File: config.mk
export PLATFORM = sky130hd
export DESIGN_NAME = uart_controller_top
export DESIGN_NICKNAME = d
export VERILOG_FILES = /design/src/common/uart_cfg_pkg.sv /design/src/common/uart_host_pkg.sv /design/src/hdl/sync_fifo.sv /design/src/uart_phy/uart_tx.sv /design/src/uart_phy/uart_rx.sv /design/src/hdl/uart_host_port.sv /design/src/hdl/uart_controller_top.sv
export SDC_FILE = /design/constraint.sdc
export NUM_CORES = 1
export LEC_CHECK = 0
export ABC_AREA = 0
export BUFFER_PORTS_ARGS = -buffer_cell sky130_fd_sc_hd__buf_2
export CORE_MARGIN = 3
export CORE_UTILIZATION = 55
export CTS_BUF_LIST = sky130_fd_sc_hd__clkbuf_16
export DETAILED_ROUTE_END_ITERATION = 12
export PLACE_DENSITY_LB_ADDON = 0.05
export SYNTH_ARGS = -nofsm -noshare
export SYNTH_HDL_FRONTEND = slang
export SYNTH_HIERARCHICAL = 1
export SYNTH_SLANG_ARGS = --single-unit
File: constraint.sdc
create_clock -name clk -period 2.5 [get_ports clk]
set_clock_uncertainty 0.2 [all_clocks]
set_input_delay 0.375 -clock clk [delete_from_list [all_inputs] [get_ports clk]]
set_output_delay 0.375 -clock clk [all_outputs]
set_load 0.03 [all_outputs]
File: src/common/uart_cfg_pkg.sv
// Serial frame constants, baud default and the bit position counter type
package uart_cfg_pkg;

    // Data bits carried by one frame, sent LSB first
    localparam int DATA_BITS = 8;

    // Clocks per serial bit when the top level does not override it
    localparam int CLKS_PER_BIT_DEFAULT = 16;

    // Counts start, data and stop positions of a frame
    typedef logic [3:0] bit_idx_t;

    // Frame positions
    localparam bit_idx_t START_IDX = bit_idx_t'(0);
    localparam bit_idx_t STOP_IDX  = bit_idx_t'(DATA_BITS + 1);

endpackage

File: src/common/uart_host_pkg.sv
// Host-side data byte, received entry and status word types
package uart_host_pkg;

    // One data byte as seen by the host
    typedef logic [7:0] byte_t;

    // Received byte with its frame error flag
    typedef struct packed {
        byte_t data;
        logic  frame_err;
    } rx_entry_t;

    // Status word, registered in the host port
    typedef struct packed {
        logic tx_not_full;
        logic tx_empty;
        logic rx_avail;
        // Sticky, cleared by the next completed read
        logic rx_overrun;
    } uart_status_t;

endpackage

File: src/hdl/sync_fifo.sv
// Synchronous first-word-fall-through FIFO with a type parameter payload
`timescale 1ns/1ps

module sync_fifo #(
    parameter type T = logic [7:0],
    parameter int FIFO_DEPTH = 4
) (
    input  logic clk,
    input  logic rst,
    input  logic push,
    input  T     wdata,
    input  logic pop,
    output T     rdata,
    output logic full,
    output logic empty
);

    localparam int ADDR_W = (FIFO_DEPTH > 1) ? $clog2(FIFO_DEPTH) : 1;

    T mem [FIFO_DEPTH];

    // Extra MSB tells a full buffer from an empty one
    logic [ADDR_W:0] wr_ptr;
    logic [ADDR_W:0] rd_ptr;

    logic do_push;
    logic do_pop;

    assign do_push = push && !full;
    assign do_pop  = pop && !empty;

    assign empty = (wr_ptr == rd_ptr);
    assign full  = (wr_ptr[ADDR_W] != rd_ptr[ADDR_W]) &&
                   (wr_ptr[ADDR_W-1:0] == rd_ptr[ADDR_W-1:0]);

    // Head is visible without a pop
    assign rdata = mem[rd_ptr[ADDR_W-1:0]];

    always_ff @(posedge clk) begin
        if (rst) begin
            wr_ptr <= '0;
            rd_ptr <= '0;
        end else begin
            if (do_push) begin
                wr_ptr <= wr_ptr + 1'b1;
            end
            if (do_pop) begin
                rd_ptr <= rd_ptr + 1'b1;
            end
        end
    end

    always_ff @(posedge clk) begin
        if (do_push) begin
            mem[wr_ptr[ADDR_W-1:0]] <= wdata;
        end
    end

endmodule

File: src/uart_phy/uart_tx.sv
// Serial frame transmitter with baud counter, shift register and busy flag
`timescale 1ns/1ps

module uart_tx #(
    parameter int CLKS_PER_BIT = uart_cfg_pkg::CLKS_PER_BIT_DEFAULT
) (
    input  logic                 clk,
    input  logic                 rst,
    input  logic                 tx_start,
    input  uart_host_pkg::byte_t tx_data,
    output logic                 tx_busy,
    output logic                 tx
);

    import uart_cfg_pkg::*;
    import uart_host_pkg::*;

    localparam int CNT_W = $clog2(CLKS_PER_BIT + 1);
    localparam logic [CNT_W-1:0] BIT_LAST = CNT_W'(CLKS_PER_BIT - 1);

    logic [CNT_W-1:0] clk_cnt;
    bit_idx_t         bit_idx;
    byte_t            shift;
    logic             bit_tick;

    assign bit_tick = (clk_cnt == BIT_LAST);

    always_ff @(posedge clk) begin
        if (rst) begin
            tx_busy <= 1'b0;
            tx      <= 1'b1;
            clk_cnt <= '0;
            bit_idx <= START_IDX;
        end else if (!tx_busy) begin
            if (tx_start) begin
                // Start bit goes out right away
                tx_busy <= 1'b1;
                tx      <= 1'b0;
                clk_cnt <= '0;
                bit_idx <= START_IDX;
            end
        end else if (bit_tick) begin
            clk_cnt <= '0;
            if (bit_idx == STOP_IDX) begin
                tx_busy <= 1'b0;
            end else begin
                bit_idx <= bit_idx + 1'b1;
                // Last data bit done, stop bit next
                tx      <= (bit_idx == bit_idx_t'(DATA_BITS)) ? 1'b1 : shift[0];
            end
        end else begin
            clk_cnt <= clk_cnt + 1'b1;
        end
    end

    always_ff @(posedge clk) begin
        if (tx_start && !tx_busy) begin
            shift <= tx_data;
        end else if (tx_busy && bit_tick && (bit_idx < bit_idx_t'(DATA_BITS))) begin
            shift <= shift >> 1;
        end
    end

endmodule

File: src/uart_phy/uart_rx.sv
// Serial frame receiver with synchronizer, mid-bit sampling and frame error check
`timescale 1ns/1ps

module uart_rx #(
    parameter int CLKS_PER_BIT = uart_cfg_pkg::CLKS_PER_BIT_DEFAULT
) (
    input  logic                     clk,
    input  logic                     rst,
    input  logic                     rx,
    output logic                     rx_valid,
    output uart_host_pkg::rx_entry_t rx_entry
);

    import uart_cfg_pkg::*;
    import uart_host_pkg::*;

    localparam int CNT_W = $clog2(CLKS_PER_BIT + 1);
    localparam int HALF  = (CLKS_PER_BIT > 1) ? CLKS_PER_BIT / 2 : 1;
    localparam logic [CNT_W-1:0] BIT_LAST  = CNT_W'(CLKS_PER_BIT - 1);
    localparam logic [CNT_W-1:0] HALF_LAST = CNT_W'(HALF - 1);

    typedef enum logic [1:0] {
        RX_IDLE,
        RX_START,
        RX_DATA,
        RX_STOP
    } rx_state_t;

    rx_state_t        state;
    logic             rx_meta;
    logic             rx_sync;
    logic             rx_prev;
    logic             start_edge;
    logic             bit_tick;
    logic [CNT_W-1:0] clk_cnt;
    bit_idx_t         bit_idx;
    byte_t            shift;

    // Two-flop synchronizer plus one stage for edge detection
    always_ff @(posedge clk) begin
        if (rst) begin
            rx_meta <= 1'b1;
            rx_sync <= 1'b1;
            rx_prev <= 1'b1;
        end else begin
            rx_meta <= rx;
            rx_sync <= rx_meta;
            rx_prev <= rx_sync;
        end
    end

    assign start_edge = rx_prev && !rx_sync;
    assign bit_tick   = (clk_cnt == BIT_LAST);

    always_ff @(posedge clk) begin
        if (rst) begin
            state    <= RX_IDLE;
            clk_cnt  <= '0;
            bit_idx  <= START_IDX;
            rx_valid <= 1'b0;
        end else begin
            rx_valid <= 1'b0;
            case (state)
                RX_IDLE: begin
                    if (start_edge) begin
                        state   <= RX_START;
                        clk_cnt <= '0;
                    end
                end
                RX_START: begin
                    if (clk_cnt == HALF_LAST) begin
                        clk_cnt <= '0;
                        bit_idx <= START_IDX;
                        // Glitch, line already back high
                        state   <= rx_sync ? RX_IDLE : RX_DATA;
                    end else begin
                        clk_cnt <= clk_cnt + 1'b1;
                    end
                end
                RX_DATA: begin
                    if (bit_tick) begin
                        clk_cnt <= '0;
                        bit_idx <= bit_idx + 1'b1;
                        if (bit_idx == bit_idx_t'(DATA_BITS - 1)) begin
                            state <= RX_STOP;
                        end
                    end else begin
                        clk_cnt <= clk_cnt + 1'b1;
                    end
                end
                RX_STOP: begin
                    if (bit_tick) begin
                        clk_cnt  <= '0;
                        rx_valid <= 1'b1;
                        state    <= RX_IDLE;
                    end else begin
                        clk_cnt <= clk_cnt + 1'b1;
                    end
                end
                default: state <= RX_IDLE;
            endcase
        end
    end

    // LSB arrives first, so shift in from the top
    always_ff @(posedge clk) begin
        if (state == RX_DATA && bit_tick) begin
            shift <= {rx_sync, shift[DATA_BITS-1:1]};
        end
        if (state == RX_STOP && bit_tick) begin
            rx_entry.data      <= shift;
            rx_entry.frame_err <= !rx_sync;
        end
    end

endmodule

File: src/hdl/uart_host_port.sv
// Host write and read handshakes, FIFO push and pop control, transmit launch, status
`timescale 1ns/1ps

module uart_host_port (
    input  logic                        clk,
    input  logic                        rst,
    input  logic                        wr_req,
    input  uart_host_pkg::byte_t        wr_data,
    output logic                        wr_ack,
    input  logic                        rd_req,
    output uart_host_pkg::rx_entry_t    rd_data,
    output logic                        rd_ack,
    output uart_host_pkg::uart_status_t status,
    output logic                        tx_push,
    output uart_host_pkg::byte_t        tx_wdata,
    output logic                        tx_pop,
    input  uart_host_pkg::byte_t        tx_head,
    input  logic                        tx_full,
    input  logic                        tx_empty,
    output logic                        rx_push,
    output uart_host_pkg::rx_entry_t    rx_wdata,
    output logic                        rx_pop,
    input  uart_host_pkg::rx_entry_t    rx_head,
    input  logic                        rx_full,
    input  logic                        rx_empty,
    output logic                        tx_start,
    output uart_host_pkg::byte_t        tx_data,
    input  logic                        tx_busy,
    input  logic                        rx_valid,
    input  uart_host_pkg::rx_entry_t    rx_entry
);

    logic rd_done;
    logic overrun_set;

    // Write handshake, wr_ack low is the idle state
    assign tx_push  = wr_req && !wr_ack && !tx_full;
    assign tx_wdata = wr_data;

    // Read handshake, rd_ack low is the idle state
    assign rx_pop  = rd_req && !rd_ack && !rx_empty;
    assign rd_done = rd_ack && !rd_req;

    always_ff @(posedge clk) begin
        if (rst) begin
            wr_ack <= 1'b0;
            rd_ack <= 1'b0;
        end else begin
            if (tx_push) begin
                wr_ack <= 1'b1;
            end else if (wr_ack && !wr_req) begin
                wr_ack <= 1'b0;
            end
            if (rx_pop) begin
                rd_ack <= 1'b1;
            end else if (rd_done) begin
                rd_ack <= 1'b0;
            end
        end
    end

    // Held until the handshake completes
    always_ff @(posedge clk) begin
        if (rx_pop) begin
            rd_data <= rx_head;
        end
    end

    // Launch the next byte as soon as the transmitter is idle
    assign tx_start = !tx_empty && !tx_busy;
    assign tx_pop   = tx_start;
    assign tx_data  = tx_head;

    // Received entry goes to the FIFO, or is lost
    assign rx_push     = rx_valid && !rx_full;
    assign rx_wdata    = rx_entry;
    assign overrun_set = rx_valid && rx_full;

    always_ff @(posedge clk) begin
        if (rst) begin
            status.tx_not_full <= 1'b1;
            status.tx_empty    <= 1'b1;
            status.rx_avail    <= 1'b0;
            status.rx_overrun  <= 1'b0;
        end else begin
            status.tx_not_full <= !tx_full;
            status.tx_empty    <= tx_empty;
            status.rx_avail    <= !rx_empty;
            if (overrun_set) begin
                status.rx_overrun <= 1'b1;
            end else if (rd_done) begin
                status.rx_overrun <= 1'b0;
            end
        end
    end

endmodule

File: src/hdl/uart_controller_top.sv
// UART controller top with host port, transmit and receive FIFOs, serial engines
`timescale 1ns/1ps

module uart_controller_top #(
    parameter int CLKS_PER_BIT = uart_cfg_pkg::CLKS_PER_BIT_DEFAULT,
    parameter int FIFO_DEPTH   = 4
) (
    input  logic                        clk,
    input  logic                        rst,
    input  logic                        wr_req,
    input  uart_host_pkg::byte_t        wr_data,
    output logic                        wr_ack,
    input  logic                        rd_req,
    output uart_host_pkg::rx_entry_t    rd_data,
    output logic                        rd_ack,
    output uart_host_pkg::uart_status_t status,
    input  logic                        rx,
    output logic                        tx
);

    import uart_host_pkg::*;

    // Transmit side
    logic      tx_push;
    logic      tx_pop;
    logic      tx_full;
    logic      tx_empty;
    byte_t     tx_wdata;
    byte_t     tx_head;
    logic      tx_start;
    byte_t     tx_data;
    logic      tx_busy;

    // Receive side
    logic      rx_push;
    logic      rx_pop;
    logic      rx_full;
    logic      rx_empty;
    rx_entry_t rx_wdata;
    rx_entry_t rx_head;
    logic      rx_valid;
    rx_entry_t rx_entry;

    uart_host_port i_host_port (
        .clk      (clk),
        .rst      (rst),
        .wr_req   (wr_req),
        .wr_data  (wr_data),
        .wr_ack   (wr_ack),
        .rd_req   (rd_req),
        .rd_data  (rd_data),
        .rd_ack   (rd_ack),
        .status   (status),
        .tx_push  (tx_push),
        .tx_wdata (tx_wdata),
        .tx_pop   (tx_pop),
        .tx_head  (tx_head),
        .tx_full  (tx_full),
        .tx_empty (tx_empty),
        .rx_push  (rx_push),
        .rx_wdata (rx_wdata),
        .rx_pop   (rx_pop),
        .rx_head  (rx_head),
        .rx_full  (rx_full),
        .rx_empty (rx_empty),
        .tx_start (tx_start),
        .tx_data  (tx_data),
        .tx_busy  (tx_busy),
        .rx_valid (rx_valid),
        .rx_entry (rx_entry)
    );

    sync_fifo #(
        .T          (byte_t),
        .FIFO_DEPTH (FIFO_DEPTH)
    ) i_tx_fifo (
        .clk   (clk),
        .rst   (rst),
        .push  (tx_push),
        .wdata (tx_wdata),
        .pop   (tx_pop),
        .rdata (tx_head),
        .full  (tx_full),
        .empty (tx_empty)
    );

    sync_fifo #(
        .T          (rx_entry_t),
        .FIFO_DEPTH (FIFO_DEPTH)
    ) i_rx_fifo (
        .clk   (clk),
        .rst   (rst),
        .push  (rx_push),
        .wdata (rx_wdata),
        .pop   (rx_pop),
        .rdata (rx_head),
        .full  (rx_full),
        .empty (rx_empty)
    );

    uart_tx #(
        .CLKS_PER_BIT (CLKS_PER_BIT)
    ) i_uart_tx (
        .clk      (clk),
        .rst      (rst),
        .tx_start (tx_start),
        .tx_data  (tx_data),
        .tx_busy  (tx_busy),
        .tx       (tx)
    );

    uart_rx #(
        .CLKS_PER_BIT (CLKS_PER_BIT)
    ) i_uart_rx (
        .clk      (clk),
        .rst      (rst),
        .rx       (rx),
        .rx_valid (rx_valid),
        .rx_entry (rx_entry)
    );

endmodule

; After elaboration in Yosys (flattened, before gate mapping)
; Memory sizes are Yosys's and may differ from the RTL's. A register that Yosys moved wholly into a read port is not among the register bits.
; Index checks and enable logic that the tools add are counted.
[word_totals]
reg_bits = 69
ramBits = 68
out_inout_bits = 16
word_cells = 146
memories = 2
[memory_table]
columns = name, words, word_bits, rd, rd_clocked_by_memory_dff, write_ports, line_no
row1 = i_rx_fifo.mem, 4, 9, 1, 1, 1, sync_fifo.sv:20  ; T mem [FIFO_DEPTH];
row2 = i_tx_fifo.mem, 4, 8, 1, 1, 1, sync_fifo.sv:20
[classes]
addsub = 8
n_lt_le_gt_ge = 1
eq_ne = 22
muxes = 44
n_bitwise = 1
n_reduce_logical = 43
[op_table]
columns = op, n
row1 = $mux 5, 6
row2 = $mux 4, 6
row3 = $logic_and 1x1->1, 21
row4 = $mux 1, 19
row5 = $mux 2, 8
row6 = $mux 8, 2
row7 = $pmux 5 s3, 1
row8 = $add 3x1->3 const B, 4
row9 = $reduce_bool 2->1, 6
row10 = $add 5x1->5 const B, 2
row11 = $eq 5x4->1 const B, 2
row12 = $logic_not 1->1, 10
row13 = $ne 2x1->1 const B, 5
row14 = $add 4x1->4 const B, 2
row15 = $eq 4x4->1 const B, 2
row16 = $pmux 2 s4, 1
row17 = $pmux 4 s2, 1
row18 = $eq 3x3->1, 2
row19 = $reduce_and 3->1, 2
row20 = $eq 5x3->1 const B, 1
row21 = $reduce_and 5->1, 1
row22 = $eq 2x2->1, 2
row23 = $eq 2x2->1 const B, 2
row24 = $eq 4x3->1 const B, 1
row25 = other kinds (7), 10

; Depth between registers and ports, before layout
; Gate-level depths: netlist of run 1.
[logic_depth]
ltp_word = 7
depth_mapped = 10
mapped_depth_nobuf = 7

; Cells and area by module
; Netlist of run 1, hierarchy kept.
[modules_own_cells]
columns = module, instances, cells_per_inst, area_each_um2
row1 = sync_fifo at i_rx_fifo, 1, 115, 1874.3
row2 = sync_fifo at i_tx_fifo, 1, 110, 1731.7
row3 = uart_rx, 1, 108, 1317.5
row4 = uart_tx, 1, 98, 939.7
row5 = uart_host_port, 1, 56, 678.2

; Least setup slack after synthesis of run 1
; OpenSTA, ideal clock, no wires.
[synth_path]
kind = reg-to-reg
from = reg i_rx_fifo.rd_ptr[1]
to = reg i_rx_fifo.rd_ptr[2]
setup_ps = 74
arrival_ps = 2548
t_required_ps = 2226
setup_slack_ps = -322
stages_incl_launch_ff = 9
path_buffers = 1
period_less_slack_ps = 2822
path_cell_list = dfxtp_1 -> clkbuf_4 -> xnor2_1 -> nand2_1 -> nor2_1 -> nor3b_1 -> nand2_1 -> a211o_1 -> a31oi_1
[synth_via]
elab_chain_cells = 4
word_cells_on_any_way = 5
cone_classes = add/sub (1) / eq/ne (1) / reduce/logical (3)
[synth_rtl]
columns = element, line_no
row1 = start: declaration, sync_fifo.sv:24  ; logic [ADDR_W:0] rd_ptr;
row2 = start signal: assignment, sync_fifo.sv:48  ; rd_ptr <= rd_ptr + 1'b1;
row3 = $eq 3x3->1, sync_fifo.sv:32  ; assign empty = (wr_ptr == rd_ptr);
row4 = named net rx_empty, uart_controller_top.sv:38  ; logic rx_empty;
row5 = $logic_not 1->1, uart_host_port.sv:41  ; assign rx_pop = rd_req && !rd_ack && !rx_empty;
row6 = $logic_and 1x1->1, uart_host_port.sv:41
row7 = named net rx_pop, uart_controller_top.sv:36  ; logic rx_pop;
row8 = $logic_and 1x1->1, sync_fifo.sv:30  ; assign do_pop = pop && !empty;
; The timed path passes the listed nets, and every way through them passes these cells.
; A chain may end at the register's enable or synchronous reset.

; Final worst setup path of run 1
[layout_path]
from = reg i_tx_fifo.rd_ptr[0]
to = mem i_tx_fifo/mem[1][3] (netlist bit) (enable)
[layout_via]
elab_chain_cells = 7
[layout_rtl]
columns = element, line_no
row1 = start: declaration, sync_fifo.sv:24
row2 = start signal: assignment, sync_fifo.sv:48
row3 = $eq 2x2->1, sync_fifo.sv:34  ; (wr_ptr[ADDR_W-1:0] == rd_ptr[ADDR_W-1:0]);
row4 = $logic_and 1x1->1, sync_fifo.sv:33  ; assign full = (wr_ptr[ADDR_W] != rd_ptr[ADDR_W]) &&
row5 = named net tx_full, uart_controller_top.sv:26  ; logic tx_full;
row6 = $logic_not 1->1, uart_host_port.sv:37  ; assign tx_push = wr_req && !wr_ack && !tx_full;
row7 = $logic_and 1x1->1, uart_host_port.sv:37
row8 = named net tx_push, uart_controller_top.sv:24  ; logic tx_push;
row9 = $logic_and 1x1->1, sync_fifo.sv:29  ; assign do_push = push && !full;
row10 = $mux 1, sync_fifo.sv:54  ; if (do_push) begin
row11 = $mux 1 (not written as such), sync_fifo.sv:55  ; mem[wr_ptr[ADDR_W-1:0]] <= wdata;
row12 = end: declaration, sync_fifo.sv:20
; The timed path passes the listed nets, and every way through them passes these cells.

==> metrics.md, run 1 <==
| Metric | Value |
|---|---|
| Met2 usage | `0.262` |
| VDD IR max | `0.000480 V` |
| Final Cell Area | `0.00740 mm²` |
| Clk_lat worst skew | `410 ps` |
| CP startpoint kind | `flip-flop` |
| Vias per cell | `5.67` |
| Clk pwr share | `0.340` |
| Port bufs | `28` |
| Slew Viols, Final | `0` |
| Top FF cell, synth | `edfxtp_1` |
| Worst Max-Slew Pin Slew | `710 ps` |
| Slew HR | `0.524` |
| Root Driver | `clkbuf_16` |
| Die width | `115 µm` |
| RePlAce Congestion | `0.846` |
| Drt drc | `0` |
| Flop pwr share | `0.470` |
| Layout cells sized above 1 | `0.222` |
| Internal | `4.78 mW` |
| Initial antenna violation count | `0` |
| Setup TNS | `0 ps` |
| Leak | `2.59 nW` |
| Met3 Use GR | `0.0453` |
| Crit end category | `flip-flop` |
| Fin crit period | `2280 ps` |
| Max frequency | `439 MHz` |
| Busiest layer in global routing | `met1` |
| Area growth, synth to finish | `13.2%` |
| Setup CP Type | `flip-flop to flip-flop` |
| H-tree depth | `4` |
| #FFs+latches synth | `150` |
| Crit Path Max Fanout | `8` |
| Count of flip-flops with a built-in enable after synthesis | `102` |
| Syn_area_per_cell | `13.4 µm²` |
| CTS tree | `built` |
| Post-DP HPWL | `7550 µm` |
| Unrepaired setup endpoints after global routing | `false` |
| Required time worst endpoint | `2410 ps` |
| Pre-antenna DRT Iters | `4` |
| Hold Crit Class | `input port to flip-flop` |
| # Post-CTS Setup Buffers | `0` |
| Synth warn | `6` |
| Num ports | `29` |
| WL/cell | `16.5 µm` |
| Cell variety after synth | `60` |
| Grt ovf | `0` |
| Global-route wire length before repair | `18,800 µm` |
| Pwr Density | `892 mW/mm²` |
| DRT Wirelength | `11,300 µm` |
| Maxcap violations | `0` |
| Vias | `3,880` |
| Largest net degree at the start of global routing | `26` |
| Clk sinks | `150` |
| Row cnt | `39` |
| Status | `completed` |
| Crit path arrival time | `2190 ps` |
| Sequential cell area fraction in the yosys report | `0.615` |
| Period utilisation layout | `0.911` |
| Longest Clk Path Bufs | `2` |
| Die Ht | `115 µm` |
| DRT iter0 DRCs | `253` |
| Starting Density | `0.568` |
| Setup WS post-layout | `221 ps` |
| Final hold vios | `0` |
| Cells after Synth | `487` |
| Dpl cell area | `0.00677 mm²` |
| Post-route ant nets | `0` |
| Max stage delay on crit path | `360 ps` |
| Nets | `558` |
| Async set-reset flop share out of synthesis | `0` |
| Final setup fails | `0` |
| CP max stage cell | `dfxtp_2` |
| Switching Fraction | `0.276` |
| Met1 Track Usage GR | `0.271` |
| # diodes | `0` |
| CTS buffer count | `17` |
| Switch Pwr | `1.82 mW` |
| Comb power frac | `0.190` |
| Worst slack at placement | `62.1 ps` |
| Hold path cells | `3` |
| Clock slew at reported path FFs | `60 ps` |
| Global Route Usage Sum | `0.183` |
| Critical path, cell by cell | `xnor2_1, nand2_1, nor2_1, nor3b_1, buf_4, inv_1, a31oi_1, and2_2` |
| Die area | `0.0132 mm²` |
| Core Area | `0.0115 mm²` |
| Vias in the first global route | `3,742` |
| Mapped Area | `0.00654 mm²` |
| Post-synthesis net count | `517` |
| Worst R2R Path Depth | `8` |
-- through the flow --
step | total power, mW | hold slack, ps | std cells | util
after floorplan | 4.09 | 189 | 487 | -
after global placement | 4.36 | 203 | 643 | 0.588
after detailed placement | 4.38 | 201 | 643 | 0.588
after CTS | 6.65 | 15.3 | 684 | 0.642
after global routing | 6.94 | 35.8 | 684 | 0.643
final | 6.60 | 34.2 | 684 | 0.643
-- placed cells by master (no fill, tap or decap), types with 5 or more instances in the layout --
master / n
o21ai_0: 11
dlygate4sd3_1: 9
nand3_1: 15
a31oi_1: 10
buf_2: 28
nor2_1: 14
a21oi_1: 12
nand2_1: 40
nand2b_1: 5
xnor2_1: 7
mux2i_1: 6
nor2b_1: 5
clkbuf_16: 17
nand4_1: 8
dfxtp_1: 46
ha_1: 17
buf_4: 31
inv_1: 22
nand3b_1: 5
xor2_1: 8
nor3b_1: 13
nor3_1: 5
o211ai_1: 13
edfxtp_1: 102
mux4_2: 17
-- logic make-up (layout without fill, tap and decap cells) --
group	count (synthesis)	in the layout	share of synthesized area
fa+ha+maj	17	17	0.0325
xor+xnor	15	15	0.0201
flops	150	150	0.615
mux	25	25	0.0712
simple gates	140	140	0.119
buf+inv	64	118	0.0610
compound gates	76	76	0.0813
-- state kept, by name, indices dropped and copies added (netlist names), 4 cells and up, named ones only --
name and count:
i_host_port/rd_data 9, i_host_port/status 4, i_rx_fifo/mem 36, i_tx_fifo/mem 32, i_uart_rx/bit_idx 4, i_uart_rx/clk_cnt 5, i_uart_rx/rx_entry 9, i_uart_rx/shift 8
i_uart_tx/bit_idx 4, i_uart_tx/clk_cnt 5, i_uart_tx/shift 8
-- repair_timing --
item                                   4_1_cts  5_1_grt
hold buffers                                 9        0
setup endpoints to repair                    0       32
resized for setup                            0        8
endpoints found under the hold margin       33        0
-- cell usage after synthesis, drive strengths merged (5+ instances only) --
cell    instances  area share
a31oi          11       0.011
nor3            5      0.0038
a21oi          13       0.011
mux4           17       0.059
and2            7      0.0067
nand2          40       0.023
edfxtp        102        0.47
xnor2           7      0.0094
dfxtp          48        0.15
nand4           9       0.011
buf            36       0.041
nor3b          14       0.016
a211oi          6      0.0084
nor2           14      0.0080
mux2i           6      0.0092
o21ai          13      0.0099
o211ai         13       0.015
nand3b          5      0.0057
inv            18       0.010
ha             17       0.033
nor2b           5      0.0048
xor2            8       0.011
nand2b          5      0.0048
nand3          15       0.011
clkbuf         10      0.0099
-- power groups by stage --
stage,Sequential [mW],Combinational (mW),Clock [mW]
final,3.10,1.25,2.24
after global routing,3.14,1.39,2.40
after CTS,3.11,1.25,2.30
after detailed placement,3.16,1.22,0
after global placement,3.15,1.20,0
after floorplan,3.14,0.949,0
-- final timing paths --
path,from,end,slack (ps)
max,i_tx_fifo/rd_ptr[0],i_tx_fifo/mem[1][3],220
min,rd_req,i_host_port/status[0],30
max reg2reg,i_tx_fifo/rd_ptr[0],i_tx_fifo/mem[1][3],220
min reg2reg,i_uart_rx/rx_meta,i_uart_rx/rx_sync,210
-- critical path: cells and delay by family (launching register included) --
family,cells,cell delay [ps]
xor gates and xnor gates,1,160
DFF,1,360
buffers and inverters,2,220
and+or+nand+nor,4,790
AOI/OAI and AO/OA,1,250
-- metal layers --
layer	up-vias	wire, µm
met5	-	0
met4	0	100
met3	8	448
met2	80	5060
met1	1896	5690
li1	1896	-
-- layout make-up --
cell class                      instances  area, µm²
Fill cell                             898       4110
Sequential cell                       150       4030
Multi-Input combinational cell        273       2140
Timing Repair Buffer                   68        463
Clock buffer                           17        425
Tap cell                              143        179
Clock inverter                         15        101
Inverter                               18       67.6
Power figures use the tool's default switching activity.
==> inputs of run 2 (changes only) <==
--- a/config.mk
+++ b/config.mk
@@ -12,6 +12,7 @@
 export CTS_BUF_LIST = sky130_fd_sc_hd__clkbuf_16
 export DETAILED_ROUTE_END_ITERATION = 12
 export PLACE_DENSITY_LB_ADDON = 0.05
+export RECOVER_POWER = 25
 export SYNTH_ARGS = -nofsm -noshare
 export SYNTH_HDL_FRONTEND = slang
 export SYNTH_HIERARCHICAL = 1
==> metrics.md, run 2 (same netlist as run 1, synthesis figures left out) <==
| Metric | Value |
|---|---|
| Crit path arrival time | `2190 ps` |
| Pre-antenna DRT Iters | `4` |
| Required time worst endpoint | `2400 ps` |
| Layout cells sized above 1 | `0.211` |
| Core Area | `0.0115 mm²` |
| Final setup fails | `0` |
| Root Driver | `clkbuf_16` |
| Commonest non-fill, non-tap cells in the layout | `102 x edfxtp_1, 46 x dfxtp_1, 40 x nand2_1, 31 x buf_4` |
| DRT Wirelength | `11,200 µm` |
| Worst R2R Start | `i_tx_fifo/rd_ptr[0]` |
| Vias per cell | `5.67` |
| Hold path start | `rd_req` |
| Reg2reg setup slack | `210 ps` |
| Hold path cells | `3` |
| Nets | `558` |
| FF-to-FF End | `i_tx_fifo/mem[1][3]` |
| Critical path, cell by cell | `xnor2_1, nand2_1, nor2_1, nor3b_1, buf_4, inv_1, a31oi_1, and2_2` |
| Largest net degree at the start of global routing | `26` |
| Worst R2R Path Depth | `8` |
| CTS tree | `built` |
| Clock slew at reported path FFs | `60 ps` |
| Leak | `2.58 nW` |
| CTS buffer count | `17` |
| Worst slack at placement | `62.1 ps` |
| Area growth, synth to finish | `13.1%` |
| DRT iter0 DRCs | `254` |
| Crit Path Max Fanout | `8` |
| Clk sinks | `150` |
| Crit end category | `flip-flop` |
| Hold Crit Class | `input port to flip-flop` |
| Drt drc | `0` |
| Total power | `6.59 mW` |
| Global-route wire length before repair | `18,800 µm` |
| CP max stage cell | `dfxtp_2` |
| Worst Max-Slew Pin Slew | `1170 ps` |
| WL/cell | `16.4 µm` |
| Final Non-Filler Cells | `684` |
| Setup WS post-layout | `209 ps` |
| Setup TNS | `0 ps` |
| Port bufs | `28` |
| Global Route Usage Sum | `0.183` |
| Storage element area | `0.00403 mm²` |
| Pwr Density | `892 mW/mm²` |
| Slew HR | `0.223` |
| Final core utilization | `0.642` |
| Period utilisation layout | `0.916` |
| Die area | `0.0132 mm²` |
| Num ports | `29` |
| Post-DP HPWL | `7550 µm` |
| RePlAce Congestion | `0.846` |
| Grt ovf | `0` |
| Row cnt | `39` |
| Max stage delay on crit path | `360 ps` |
| Unrepaired setup endpoints after global routing | `false` |
| Starting Density | `0.568` |
| Max reg flops | `36` |
| Post-route ant nets | `0` |
| Setup CP Type | `flip-flop to flip-flop` |
| Final Cell Area | `0.00740 mm²` |
| Worst Hold Slack | `38.1 ps` |
| VDD IR max | `0.000475 V` |
| Dpl cell area | `0.00677 mm²` |
| H-tree depth | `4` |
| Multi-input gate area | `0.00214 mm²` |
| Final hold vios | `0` |
| Top Family by Delay on Critical Path | `simple AND/OR/NAND/NOR gates` |
| Longest Clk Path Bufs | `2` |
| Vias | `3,880` |
| # diodes | `0` |
| Slew Viols, Final | `0` |
| Fin crit period | `2290 ps` |
| Worst path bufs/invs | `2` |
| Max frequency | `437 MHz` |
| Most common cell after layout, fill and taps aside | `edfxtp_1` |
| Fill cell count | `898` |
| Die width | `115 µm` |
| CP startpoint kind | `flip-flop` |
| Initial antenna violation count | `0` |
| Die Ht | `115 µm` |
| Clk_lat worst skew | `410 ps` |
| Min-Delay Endpoint | `i_host_port/status[0]` |
| Status | `completed` |
| Vias in the first global route | `3,742` |
| # Post-CTS Setup Buffers | `0` |
| Placed Cells | `643` |
| Maxcap violations | `0` |
[run 2: changes by cell type in the layout (fill, tap and decap cells not counted)]
cell | before | now
buf_2 | 28 | 22
clkbuf_1 | 0 | 6
[run 2: what timing repair did]
| item | 4_1_cts | 5_1_grt |
|---|---|---|
| endpoints found under the setup margin | 0 | 32 |
| endpoints found under the hold margin | 33 | 0 |
| resized for setup | 0 | 8 |
| hold buffers | 9 | 0 |
[run 2: routing by layer]
| metal | part of all wire | vias to the layer above | track usage |
|---|---|---|---|
| li1 | - | 1895 | - |
| met1 | 0.51 | 1910 | 0.271 |
| met2 | 0.45 | 64 | 0.262 |
| met3 | 0.033 | 11 | 0.0453 |
| met4 | 0.0092 | 0 | 0.0736 |
| met5 | 0 | - | 0 |
[run 2: layout make-up]
type | instances | area share
Timing Repair Buffer | 68 | 0.0616
Clock inverter | 15 | 0.0137
Sequential cell | 150 | 0.544
Inverter | 18 | 0.00914
Tap cell | 143 | 0.0242
Clock buffer | 17 | 0.0575
Multi-Input combinational cell | 273 | 0.289
[run 2: worst max-delay path by stage]
stage	startpoint	end	cells past startpoint
floorplan	i_tx_fifo/rd_ptr[0]	i_uart_tx/shift[0]	8
global placement	i_tx_fifo/wr_ptr[0]	i_tx_fifo/mem[1][4]	8
detailed placement	i_tx_fifo/rd_ptr[0]	i_tx_fifo/mem[0][5]	8
CTS	i_tx_fifo/rd_ptr[0]	i_tx_fifo/mem[0][4]	8
global route	i_tx_fifo/wr_ptr[0]	i_tx_fifo/mem[1][0]	8
finish	i_tx_fifo/rd_ptr[0]	i_tx_fifo/mem[1][3]	8
[run 2: worst reg2reg max path, cell delays in order (launching register included)]
cell and delay, ps:
dfxtp_2 360, xnor2_1 160, nand2_1 180, nor2_1 110
nor3b_1 190, buf_4 170, inv_1 50, a31oi_1 250
and2_2 320
[run 2: report_power, final]
group / internal [mW] / switching (mW)
logic: 0.512 / 0.743
registers: 2.93 / 0.170
clock network: 1.33 / 0.900
==> inputs of run 3 (changes only) <==
--- a/config.mk
+++ b/config.mk
@@ -11,6 +11,7 @@
 export CORE_UTILIZATION = 55
 export CTS_BUF_LIST = sky130_fd_sc_hd__clkbuf_16
 export DETAILED_ROUTE_END_ITERATION = 12
+export MAX_ROUTING_LAYER = met4
 export PLACE_DENSITY_LB_ADDON = 0.05
 export RECOVER_POWER = 25
 export SYNTH_ARGS = -nofsm -noshare
==> metrics.md, run 3 (same netlist as run 1, synthesis figures left out) <==
| Metric | Value |
|---|---|
| Area growth, synth to finish | `13.1%` |
| Min-Delay Endpoint | `i_host_port/status[0]` |
| Worst R2R Path Depth | `8` |
| Die area | `0.0132 mm²` |
| Num ports | `29` |
| Longest Clk Path Bufs | `2` |
| WL/cell | `16.4 µm` |
| Post-route ant nets | `0` |
| Commonest non-fill, non-tap cells in the layout | `102 x edfxtp_1, 46 x dfxtp_1, 40 x nand2_1, 31 x buf_4` |
| Dpl cell area | `0.00677 mm²` |
| Global Route Usage Sum | `0.189` |
| Layout cells sized above 1 | `0.211` |
| Nets | `558` |
| Root Driver | `clkbuf_16` |
| FF-to-FF End | `i_tx_fifo/mem[1][4]` |
| Placed Cells | `643` |
| CP startpoint kind | `flip-flop` |
| Status | `completed` |
| Row cnt | `39` |
| Pre-antenna DRT Iters | `4` |
| Initial antenna violation count | `0` |
| Unrepaired setup endpoints after global routing | `false` |
| CTS tree | `built` |
| Routed wl met2 | `4970 µm` |
| Most common cell after layout, fill and taps aside | `edfxtp_1` |
| Total power | `6.60 mW` |
| # Post-CTS Setup Buffers | `0` |
| Fin crit period | `2280 ps` |
| Final hold vios | `0` |
| Port bufs | `28` |
| Required time worst endpoint | `2400 ps` |
| H-tree depth | `4` |
| Global-route wire length before repair | `18,800 µm` |
| Grt ovf | `0` |
| Clk_lat worst skew | `410 ps` |
| VDD IR max | `0.000476 V` |
| RePlAce Congestion | `0.859` |
| Setup TNS | `0 ps` |
| Max frequency | `438 MHz` |
| Crit path arrival time | `2190 ps` |
| Hold path cells | `3` |
| Core Area | `0.0115 mm²` |
| Worst Max-Slew Pin Slew | `1200 ps` |
| Clk sinks | `150` |
| Setup CP Type | `flip-flop to flip-flop` |
| Final setup fails | `0` |
| Period utilisation layout | `0.914` |
| # diodes | `0` |
| Crit Path Max Fanout | `8` |
| Vias | `3,869` |
| Slew HR | `0.202` |
| Largest net degree at the start of global routing | `26` |
| Crit end category | `flip-flop` |
| Reg2reg setup slack | `220 ps` |
| Die Ht | `115 µm` |
| WL met1 | `5650 µm` |
| Starting Density | `0.568` |
| DRT Wirelength | `11,200 µm` |
| Vias per cell | `5.66` |
| Worst R2R Start | `i_tx_fifo/rd_ptr[0]` |
| Met3 routed WL | `471 µm` |
| Worst Hold Slack | `36.6 ps` |
| Highest Signal Layer | `met4` |
| Hold path start | `rd_req` |
| Final Cell Area | `0.00740 mm²` |
| Drt drc | `0` |
| Post-DP HPWL | `7550 µm` |
| Leak | `2.58 nW` |
| DRT iter0 DRCs | `257` |
| Vias in the first global route | `3,744` |
| Pwr Density | `892 mW/mm²` |
| CTS buffer count | `17` |
| Hold Crit Class | `input port to flip-flop` |
| Slew Viols, Final | `0` |
| Max reg flops | `36` |
| Die width | `115 µm` |
| Clock slew at reported path FFs | `60 ps` |
| Maxcap violations | `0` |
| Final Non-Filler Cells | `684` |
run 3: cell counts in the layout (fill, tap and decap cells not counted):
Identical to the previous run, type by type.
run 3: repair_timing:
item,in CTS,in global routing
setup endpoints to repair,0,32
hold buffers,9,0
endpoints found under the hold margin,33,0
resized for setup,0,8
run 3: where the power goes:
part	total, mW	switching, mW	internal [mW]
logic	1.26	0.743	0.513
clock network	2.24	0.904	1.33
registers	3.10	0.169	2.93
total	6.60	1.82	4.78
run 3: worst max-delay path, stage by stage (launching register included):
cell     delay, ps
dfxtp_2        400
xnor2_1        120
nand2_1        180
nor2_1         110
nor3b_1        190
buf_4          170
inv_1           50
a31oi_1        250
and2_2         320
run 3: routing by layer:
| layer | track usage | vias to the layer above |
|---|---|---|
| met3 | 0.0453 | 11 |
| met4 | 0.0736 | 0 |
| met1 | 0.270 | 1877 |
| li1 | - | 1895 |
| met2 | 0.263 | 86 |
| met5 | - | - |
run 3: how the worst max path moves through the flow:
stage	to	slack (ps)	cells past startpoint	start
floorplan	i_uart_tx/shift[0]	40	8	i_tx_fifo/rd_ptr[0]
CTS	i_tx_fifo/mem[0][4]	40	8	i_tx_fifo/rd_ptr[0]
global placement	i_tx_fifo/mem[1][4]	180	8	i_tx_fifo/wr_ptr[0]
global route	i_tx_fifo/mem[1][0]	10	8	i_tx_fifo/wr_ptr[0]
detailed placement	i_tx_fifo/mem[0][5]	60	8	i_tx_fifo/rd_ptr[0]
finish	i_tx_fifo/mem[1][4]	220	8	i_tx_fifo/rd_ptr[0]
run 3: area by class of cell:
cell class                 instances  area (µm²)
fill                             898        4120
sequential                       150        4030
multi-input combinational        273        2140
timing repair buffer              68         455
clock buffer                      17         425
tap                              143         179
clock inverter                    15         101
inverter                          18        67.6
run 3: per-stage QoR:
stage               setup slack [ps]  utilization
CTS                             42.7        0.642
global placement                 180        0.588
detailed placement              62.1        0.588
finish                           216        0.642
floorplan                       43.8            -
global route                    14.3        0.642
